File: config.mk
export PLATFORM = sky130hd
export DESIGN_NAME = fifo_asym_top
export DESIGN_NICKNAME = d
export VERILOG_FILES = /design/src/fifo_geom_pkg.sv /design/src/fifo_mem_pkg.sv /design/src/fifo_asym_top.sv /design/src/fifo_ram.sv /design/src/fifo_asym_conv.sv /design/src/fifo_ctrl.sv
export SDC_FILE = /design/constraint.sdc
export NUM_CORES = 1
export LEC_CHECK = 0
export BUFFER_PORTS_ARGS = -buffer_cell sky130_fd_sc_hd__buf_2
export CORE_MARGIN = 4
export CORE_UTILIZATION = 45
export CTS_CLUSTER_SIZE = 14
export DETAILED_ROUTE_END_ITERATION = 6
export SYNTH_ARGS = -nofsm -noshare
export SYNTH_HDL_FRONTEND = slang
export SYNTH_SLANG_ARGS = --single-unit
File: constraint.sdc
create_clock -name clk_i -period 2.8 [get_ports clk_i]
set_input_delay 0.28 -clock clk_i [delete_from_list [all_inputs] [get_ports clk_i]]
set_output_delay 0.28 -clock clk_i [all_outputs]
set_load 0.02 [all_outputs]
File: src/fifo_geom_pkg.sv
package fifo_geom_pkg;

   // port widths, narrow side is the addressing unit
   localparam int W_DATA_W = 8;
   localparam int R_DATA_W = 32;
   localparam int ADDR_W   = 6;

   localparam int MAXDATA_W = (W_DATA_W > R_DATA_W) ? W_DATA_W : R_DATA_W;
   localparam int MINDATA_W = (W_DATA_W > R_DATA_W) ? R_DATA_W : W_DATA_W;
   localparam int RATIO     = MAXDATA_W / MINDATA_W;
   localparam int LANE_W    = $clog2(RATIO);

   // the wide side counts whole words, the narrow side counts units
   localparam int W_ADDR_W = (W_DATA_W == MAXDATA_W) ? ADDR_W - LANE_W : ADDR_W;
   localparam int R_ADDR_W = (R_DATA_W == MAXDATA_W) ? ADDR_W - LANE_W : ADDR_W;

   typedef logic [W_DATA_W-1:0] w_data_t;
   typedef logic [R_DATA_W-1:0] r_data_t;
   typedef logic [W_ADDR_W-1:0] w_addr_t;
   typedef logic [R_ADDR_W-1:0] r_addr_t;

   // one extra bit so a completely full FIFO can be told apart from empty
   typedef logic [ADDR_W:0] level_t;

   // level step per access, in narrow units
   localparam level_t W_INCR = (W_DATA_W > R_DATA_W) ? level_t'(RATIO) : level_t'(1);
   localparam level_t R_INCR = (R_DATA_W > W_DATA_W) ? level_t'(RATIO) : level_t'(1);

   // capacity in narrow units
   localparam level_t FIFO_SIZE = level_t'(1) << ADDR_W;

endpackage
File: src/fifo_mem_pkg.sv
package fifo_mem_pkg;

   import fifo_geom_pkg::*;

   // memory is always organized in wide words
   localparam int MEM_ADDR_W = ADDR_W - LANE_W;
   localparam int MEM_DEPTH  = 1 << MEM_ADDR_W;

   typedef logic [MEM_ADDR_W-1:0] mem_addr_t;
   typedef logic [MAXDATA_W-1:0]  mem_word_t;

   // one enable bit per narrow lane of a word
   typedef logic [RATIO-1:0]  lane_en_t;
   typedef logic [LANE_W-1:0] lane_sel_t;

endpackage

File: src/fifo_asym_top.sv
`timescale 1ns/1ps

module fifo_asym_top (
   input  logic                    clk_i,
   input  logic                    rst_n_i,

   // write side
   input  logic                    w_en_i,
   input  fifo_geom_pkg::w_data_t  w_data_i,
   output logic                    w_full_o,

   // read side
   input  logic                    r_en_i,
   output fifo_geom_pkg::r_data_t  r_data_o,
   output logic                    r_empty_o,

   output fifo_geom_pkg::level_t   level_o
);

   import fifo_geom_pkg::*;
   import fifo_mem_pkg::*;

   logic      w_take;
   logic      r_take;
   w_addr_t   w_addr;
   r_addr_t   r_addr;

   lane_en_t  mem_w_en;
   mem_addr_t mem_w_addr;
   mem_word_t mem_w_data;
   logic      mem_r_en;
   mem_addr_t mem_r_addr;
   mem_word_t mem_r_data;

   fifo_ctrl u_ctrl (
      .clk_i     (clk_i),
      .rst_n_i   (rst_n_i),
      .w_en_i    (w_en_i),
      .r_en_i    (r_en_i),
      .w_take_o  (w_take),
      .r_take_o  (r_take),
      .w_addr_o  (w_addr),
      .r_addr_o  (r_addr),
      .level_o   (level_o),
      .w_full_o  (w_full_o),
      .r_empty_o (r_empty_o)
   );

   fifo_asym_conv u_conv (
      .clk_i        (clk_i),
      .rst_n_i      (rst_n_i),
      .w_take_i     (w_take),
      .w_addr_i     (w_addr),
      .w_data_i     (w_data_i),
      .r_take_i     (r_take),
      .r_addr_i     (r_addr),
      .r_data_o     (r_data_o),
      .mem_w_en_o   (mem_w_en),
      .mem_w_addr_o (mem_w_addr),
      .mem_w_data_o (mem_w_data),
      .mem_r_en_o   (mem_r_en),
      .mem_r_addr_o (mem_r_addr),
      .mem_r_data_i (mem_r_data)
   );

   fifo_ram u_ram (
      .clk_i    (clk_i),
      .w_en_i   (mem_w_en),
      .w_addr_i (mem_w_addr),
      .w_data_i (mem_w_data),
      .r_en_i   (mem_r_en),
      .r_addr_i (mem_r_addr),
      .r_data_o (mem_r_data)
   );

endmodule

File: src/fifo_ram.sv
`timescale 1ns/1ps

module fifo_ram (
   input  logic                      clk_i,

   input  fifo_mem_pkg::lane_en_t    w_en_i,
   input  fifo_mem_pkg::mem_addr_t   w_addr_i,
   input  fifo_mem_pkg::mem_word_t   w_data_i,

   input  logic                      r_en_i,
   input  fifo_mem_pkg::mem_addr_t   r_addr_i,
   output fifo_mem_pkg::mem_word_t   r_data_o
);

   import fifo_geom_pkg::*;
   import fifo_mem_pkg::*;

   mem_word_t mem [MEM_DEPTH];
   mem_word_t r_data_q;

   // byte-lane writes, lane k is bits k*MINDATA_W upward
   always_ff @(posedge clk_i) begin
      for (int i = 0; i < RATIO; i++) begin
         if (w_en_i[i]) begin
            mem[w_addr_i][i*MINDATA_W +: MINDATA_W] <= w_data_i[i*MINDATA_W +: MINDATA_W];
         end
      end
   end

   // read register holds between reads
   always_ff @(posedge clk_i) begin
      if (r_en_i) begin
         r_data_q <= mem[r_addr_i];
      end
   end

   assign r_data_o = r_data_q;

endmodule

File: src/fifo_asym_conv.sv
`timescale 1ns/1ps

module fifo_asym_conv (
   input  logic                      clk_i,
   input  logic                      rst_n_i,

   input  logic                      w_take_i,
   input  fifo_geom_pkg::w_addr_t    w_addr_i,
   input  fifo_geom_pkg::w_data_t    w_data_i,

   input  logic                      r_take_i,
   input  fifo_geom_pkg::r_addr_t    r_addr_i,
   output fifo_geom_pkg::r_data_t    r_data_o,

   output fifo_mem_pkg::lane_en_t    mem_w_en_o,
   output fifo_mem_pkg::mem_addr_t   mem_w_addr_o,
   output fifo_mem_pkg::mem_word_t   mem_w_data_o,
   output logic                      mem_r_en_o,
   output fifo_mem_pkg::mem_addr_t   mem_r_addr_o,
   input  fifo_mem_pkg::mem_word_t   mem_r_data_i
);

   import fifo_geom_pkg::*;
   import fifo_mem_pkg::*;

   generate
      if (W_DATA_W < R_DATA_W) begin : g_w_narrow
         lane_sel_t w_lane;

         // low bits pick the lane, the rest is the word
         assign w_lane       = w_addr_i[LANE_W-1:0];
         assign mem_w_addr_o = w_addr_i[LANE_W +: MEM_ADDR_W];
         assign mem_w_en_o   = w_take_i ? (lane_en_t'(1) << w_lane) : '0;
         // same byte on every lane, the enable decides where it lands
         assign mem_w_data_o = {RATIO{w_data_i}};
      end else begin : g_w_wide
         assign mem_w_addr_o = w_addr_i;
         assign mem_w_en_o   = {RATIO{w_take_i}};
         assign mem_w_data_o = w_data_i;
      end
   endgenerate

   assign mem_r_en_o = r_take_i;

   generate
      if (R_DATA_W < W_DATA_W) begin : g_r_narrow
         lane_sel_t r_lane_q;

         assign mem_r_addr_o = r_addr_i[LANE_W +: MEM_ADDR_W];

         // lane travels alongside the memory read register
         always_ff @(posedge clk_i) begin
            if (!rst_n_i) begin
               r_lane_q <= '0;
            end else if (r_take_i) begin
               r_lane_q <= r_addr_i[LANE_W-1:0];
            end
         end

         assign r_data_o = mem_r_data_i[r_lane_q*MINDATA_W +: MINDATA_W];
      end else begin : g_r_wide
         assign mem_r_addr_o = r_addr_i;
         assign r_data_o     = mem_r_data_i;
      end
   endgenerate

   // narrow writes hit one lane, wide writes fill the word
   a_lane_en_shape: assert property (
      @(posedge clk_i) disable iff (!rst_n_i)
      (mem_w_en_o != '0) |-> ($onehot(mem_w_en_o) || (&mem_w_en_o))
   ) else $error("fifo_asym_conv: bad lane enable %b", mem_w_en_o);

endmodule

File: src/fifo_ctrl.sv
`timescale 1ns/1ps

module fifo_ctrl (
   input  logic                    clk_i,
   input  logic                    rst_n_i,

   input  logic                    w_en_i,
   input  logic                    r_en_i,

   output logic                    w_take_o,
   output logic                    r_take_o,
   output fifo_geom_pkg::w_addr_t  w_addr_o,
   output fifo_geom_pkg::r_addr_t  r_addr_o,

   output fifo_geom_pkg::level_t   level_o,
   output logic                    w_full_o,
   output logic                    r_empty_o
);

   import fifo_geom_pkg::*;

   logic    w_take;
   logic    r_take;
   w_addr_t w_addr_q;
   r_addr_t r_addr_q;
   level_t  level_q;
   level_t  level_nxt;
   logic    w_full_q;
   logic    r_empty_q;

   // strobes only count when the flags allow them
   assign w_take = w_en_i & ~w_full_q;
   assign r_take = r_en_i & ~r_empty_q;

   // write pointer, wraps at the end of the array
   always_ff @(posedge clk_i) begin
      if (!rst_n_i) begin
         w_addr_q <= '0;
      end else if (w_take) begin
         w_addr_q <= w_addr_q + 1'b1;
      end
   end

   // read pointer
   always_ff @(posedge clk_i) begin
      if (!rst_n_i) begin
         r_addr_q <= '0;
      end else if (r_take) begin
         r_addr_q <= r_addr_q + 1'b1;
      end
   end

   // level in narrow units
   always_comb begin
      level_nxt = level_q;
      case ({w_take, r_take})
         2'b10: begin
            level_nxt = level_q + W_INCR;
         end
         2'b01: begin
            level_nxt = level_q - R_INCR;
         end
         2'b11: begin
            level_nxt = level_q + W_INCR - R_INCR;
         end
         default: begin
            level_nxt = level_q;
         end
      endcase
   end

   always_ff @(posedge clk_i) begin
      if (!rst_n_i) begin
         level_q <= '0;
      end else begin
         level_q <= level_nxt;
      end
   end

   // flags come from the next level, so they are exact right after the edge
   always_ff @(posedge clk_i) begin
      if (!rst_n_i) begin
         w_full_q  <= 1'b0;
         r_empty_q <= 1'b1;
      end else begin
         w_full_q  <= level_nxt > (FIFO_SIZE - W_INCR);
         r_empty_q <= level_nxt < R_INCR;
      end
   end

   assign w_take_o  = w_take;
   assign r_take_o  = r_take;
   assign w_addr_o  = w_addr_q;
   assign r_addr_o  = r_addr_q;
   assign level_o   = level_q;
   assign w_full_o  = w_full_q;
   assign r_empty_o = r_empty_q;

   // no overflow, the write mask must hold the level within capacity
   a_level_bound: assert property (
      @(posedge clk_i) disable iff (!rst_n_i)
      level_q <= FIFO_SIZE
   ) else $error("fifo_ctrl: level %0d above capacity", level_q);

   // registered empty flag tracks the registered level
   a_empty_match: assert property (
      @(posedge clk_i) disable iff (!rst_n_i)
      r_empty_q == (level_q < R_INCR)
   ) else $error("fifo_ctrl: empty flag out of step with level %0d", level_q);

endmodule

# == Word-level counts from Yosys, hierarchy flattened ==
# Memory sizes are Yosys's and may differ from the RTL's. A register that Yosys moved wholly into a read port is not among the register bits.
# Cells that the tools add are included.
# classes
muxes,10
n_addsub,5
magnitude_cmp,2
n_eq_ne,3
n_shift,1
bitwise,4
# op_table
op,n
7-bit one-hot mux with 3 select lines,1
"7-bit by 3-bit subtractor with 7-bit output, second input constant",2
1-bit two-way mux,8
"7-bit by 1-bit adder with 7-bit output, second input constant",1
"7-bit by 6-bit greater-than comparator with 1-bit output, second input constant",1
"7-bit by 3-bit less-than comparator with 1-bit output, second input constant",1
"6-bit by 1-bit adder with 6-bit output, second input constant",1
"4-bit by 1-bit adder with 4-bit output, second input constant",1
"2-bit == test, second input constant",2
4-bit two-way mux,1
"1-bit by 2-bit left shift with 4-bit output, first input constant",1
1-bit AND,2
"2-bit by 1-bit == test with 1-bit output, second input constant",1
1-bit NOT,2
# word_totals
out_inout_bits,41
inputBits,12
ram_bits,512
memories,1
wordCells,31
register_bits,19
# mem_list
name,depth,word_bits,read_ports,rd_ports_with_merged_regs,wr,line_no,source
u_ram.mem,16,32,1,1,1,fifo_ram.sv:18,mem_word_t mem [MEM_DEPTH];

# == Logic depth before layout (Yosys ltp) ==
# depth
word_depth,5
depth_mapped,11
mapped_depth_nobuf,10

# == By module ==
# Synthesis repeated with hierarchy kept, for this count alone.
# unflattened
cells_unflattened,1087
hier_area_um2,22148.7
# modules_own_cells
module,area_each_um2,cells_per_inst,instances,seq_area_each_um2
fifo_ram,20564.7,905,1,16335.7
fifo_ctrl,998.5,105,1,380.4
fifo_asym_conv,585.6,77,1,0.0

# == Worst setup path before layout ==
# No wires, ideal clock.
# synth_path
path_type,reg2reg
startpoint,reg u_ctrl.w_full_q (netlist: u_ctrl.w_full_o)
endpoint,reg u_ctrl.r_empty_q (netlist: u_ctrl.r_empty_o)
period_less_slack_ps,2421
path_buffers,1
setup_ps,116
required_ps,2684
t_arrival_ps,2305
path_slack_ps,379
path_stages_with_launch,10
path_cell_list,dfxtp_1 > nor2b_1 > clkbuf_1 > nand4_1 > nor2_1 > xnor2_1 > ha_1 > nand3b_1 > or4_1 > and3_1
# synth_between
elab_chain_cells,5
elab_cells_between_ends,7
classes_between,order compare (1); eq/ne (3); mux (1); bitwise (2)
# synth_rtl
element,line_no,source
start: declaration,fifo_ctrl.sv:28,logic w_full_q;
start signal: assignment,fifo_ctrl.sv:86,w_full_q <= level_nxt > (FIFO_SIZE - W_INCR);
1-bit NOT *,fifo_ctrl.sv:32,assign w_take = w_en_i & ~w_full_q;
1-bit AND *,fifo_ctrl.sv:32,
2-bit == test or 2-bit by 1-bit == test with 1-bit output (tied branches),fifo_ctrl.sv:56,"case ({w_take, r_take})"
7-bit one-hot mux with 3 select lines *,fifo_ctrl.sv:56,
7-bit by 3-bit less-than comparator with 1-bit output *,fifo_ctrl.sv:87,r_empty_q <= level_nxt < R_INCR;
end signal: assignment,fifo_ctrl.sv:87,
end: declaration,fifo_ctrl.sv:29,logic r_empty_q;
# Mark *: on every way between the ends. The rest lies on a longest branch, timed or not.
# A chain may end at the register's enable or synchronous reset.

# == Worst setup path after layout ==
# layout_path
startpoint,reg u_ctrl.level_q[0] (netlist: u_ctrl.level_o[0])
endpoint,reg u_ctrl.r_empty_q (netlist: u_ctrl.r_empty_o)
# layout_between
elab_chain_cells,4
elab_cells_between_ends,5
classes_between,add/sub (3); order compare (1); mux (1)
# layout_rtl
element,line_no,source
start: declaration,fifo_ctrl.sv:26,level_t level_q;
start signal: assignment,fifo_ctrl.sv:76,level_q <= level_nxt;
7-bit by 1-bit adder with 7-bit output,"fifo_ctrl.sv:58, fifo_ctrl.sv:64",
7-bit by 3-bit subtractor with 7-bit output,fifo_ctrl.sv:64,level_nxt = level_q + W_INCR - R_INCR;
7-bit one-hot mux with 3 select lines *,fifo_ctrl.sv:56,
7-bit by 3-bit less-than comparator with 1-bit output *,fifo_ctrl.sv:87,
# Marked as above.

==> results.sh <==
export IMPL_outcome="completed"
export IMPL_fp_row_count=80
export IMPL_antenna_found_initial=0
export IMPL_ir_drop_uv=458.6
export IMPL_netlist_area_um2=21610
export IMPL_min_period_ns=2.403
export IMPL_die_w_um=227.1
export IMPL_ys_ff_latch=563
export IMPL_final_nets=1128
export IMPL_path_class="flip-flop to flip-flop"
export IMPL_skew_ns=0.01980
export IMPL_worstMarginPinSlew_ns=1.218
export IMPL_synth_top_area_cell="edfxtp_1"
export IMPL_cts_inserted_buffers=56
export IMPL_hold_viol_final=0
export IMPL_drt_total_wl_um=45040
export IMPL_chipHeight_um=227.1
export IMPL_cts_tree="yes"
export IMPL_first_pass_iters=5
export IMPL_cts_num_sinks=563
export IMPL_drt_iter0_markers=901
export IMPL_ios=53
export IMPL_die_area_um2=51590
export IMPL_synth_enable_flop_cells=544
export IMPL_path_max_fanout=9
export IMPL_drv_slew=0
export IMPL_endpoint_kind="flip-flop"
export IMPL_synth_cells=964
export IMPL_min_period_over_period=0.8582
export IMPL_final_setup_viol_count=0
export IMPL_routabilityCongestion=0.7791
export IMPL_routedWlPerCell_um=25.50
export IMPL_core_um2=47650
export IMPL_synthFlopType="edfxtp_1"
export IMPL_vias=9961
export IMPL_insertion_delay_ns=0.58
export IMPL_power_density_nw_per_um2=766.5
export IMPL_ys_top_cells_by_count="edfxtp_1 (544), mux4_2 (160), nor2_1 (79)"
export IMPL_layout_drive_gt1_share=0.3310
export IMPL_postCtsHoldBufs=1
export IMPL_finalSetupTns_ns=0
export IMPL_fin_util=0.5244
export IMPL_io_buffer_count=52
export IMPL_holdWs_ns=0.03745
export IMPL_grt_max_degree=65
export IMPL_drc=0
export IMPL_slew_headroom=0.1877
export IMPL_leakagePower_nw=7.812
export IMPL_ys_warn_count=0
export IMPL_insertedDiodeCount=0
export IMPL_htree_levels=2
export IMPL_clkTransAtPathRegs_ns=0.06
export IMPL_grt_total_usage=0.1796
export IMPL_grt_first_pass_wirelength_um=68330
export IMPL_synth_cell_types=39
export IMPL_hpwl_um=26780
export IMPL_synth_area_top_cells="edfxtp_1 (76%), mux4_2 (17%), dfxtp_1 (1.8%)"
export IMPL_syn_area_per_cell_um2=22.42
export IMPL_max_freq_mhz=416.2
export IMPL_yosysMostFrequentCell="edfxtp_1"
export IMPL_grt_pass1_vias=10278
export IMPL_worst_ep_required_time_ns=3.26
export IMPL_synthToLayoutAreaGrowth_pct=15.61
export IMPL_drv_cap=0
export IMPL_clockBufferDepth=3
export IMPL_cts_root_buf="clkbuf_16"
export IMPL_initial_core_util=0.4536
export IMPL_rsz0062_at_grt="false"
export IMPL_antenna_left=0
export IMPL_min_path_type="primary input to flip-flop"
export IMPL_arrival_ns=2.86
export IMPL_cts_resized=0
export IMPL_synth_top_area_frac=0.7559
export IMPL_syn_num_nets=983
export IMPL_gr_total_overflow=0
export IMPL_async_flop_share=0
export IMPL_cts_setup_buffers=0
export IMPL_via_per_inst=5.640
export IMPL_ys_seq_area_frac=0.7735
export IMPL_worstSetupStartpointType="flip-flop"
==> report_power, final <==
part | internal, mW | switching [mW] | leakage [nW]
logic | 1.03 | 1.11 | 1.84
registers | 9.45 | 0.126 | 5.06
clock network | 4.49 | 2.94 | 0.908
==> critical path, stage by stage (launching register included) <==
cell and delay (ns):
dfxtp_1 0.49, ha_1 0.25, nand3b_1 0.20, nor2_1 0.17
xnor2_1 0.13, ha_1 0.16, nand3b_1 0.13, or4_1 0.57
and3_1 0.19
==> logic make-up after synthesis <==
| group | synth area share |
|---|---|
| buffers and inverters | 0.01413 |
| flip-flops | 0.7735 |
| adder cells (fa/ha/maj) | 0.004053 |
| AO/OA/AOI/OAI | 0.006600 |
| multiplexers | 0.1667 |
| AND/OR/NAND/NOR | 0.02849 |
| XOR/XNOR | 0.006485 |
==> layout make-up <==
class	count	area [um2]
fill	3649	22660
clock buffer	82	1642
timing repair buffer	138	1033
sequential	563	16730
tap	615	769.5
inverter	5	18.77
multi-input combinational	345	4589
clock inverter	18	206.4
==> stage by stage <==
stage               total power [mW]  setup slack (ns)  cell area (um2)  instances
floorplan                      11.31            0.3794            21610        964
global placement               11.94            0.4996            23130       1665
detailed placement             11.96            0.4476            23130       1665
CTS                            19.39            0.4030            24990       1766
global route                   19.89            0.2472            24990       1766
finish                         19.15            0.3971            24990       1766
==> worst paths after layout <==
kind                                           end  cells after the start                from  slack [ns]
worst max-delay path              u_ctrl.r_empty_o                      8   u_ctrl.level_o[0]        0.40
worst min-delay path             u_ctrl.level_o[6]                      3             rst_n_i        0.04
worst min register to register  u_ctrl.w_addr_o[0]                      2  u_ctrl.w_addr_o[0]        0.53
worst max register to register    u_ctrl.r_empty_o                      8   u_ctrl.level_o[0]        0.40
==> routing by layer <==
layer	track usage	vias up	wire length, um
met4	0.03845	0	704
met2	0.2925	305	22590
met3	0.03108	53	2498
met5	0	-	0
met1	0.2611	5291	19250
li1	-	4312	-
==> registers in the layout, indices dropped and copies added (netlist names) <==
register,cells
u_ctrl.level_o,7
u_ctrl.r_addr_o,4
u_ctrl.r_empty_o,1
u_ctrl.w_addr_o,6
u_ctrl.w_full_o,1
u_ram.mem,512
u_ram.r_data_o,32
==> layout by cell type (no fill, tap or decap), types with 8 or more instances in the layout <==
cell type	n
buf_4	75
buf_12	10
nor2_1	79
xnor2_1	8
buf_2	52
clkinv_1	8
nand2_1	26
clkbuf_16	58
edfxtp_1	544
nand3_1	10
clkbuf_8	10
mux4_2	160
clkbuf_1	14
xor2_1	8
dfxtp_1	15
No activity file was read; power rests on OpenSTA's default activity.
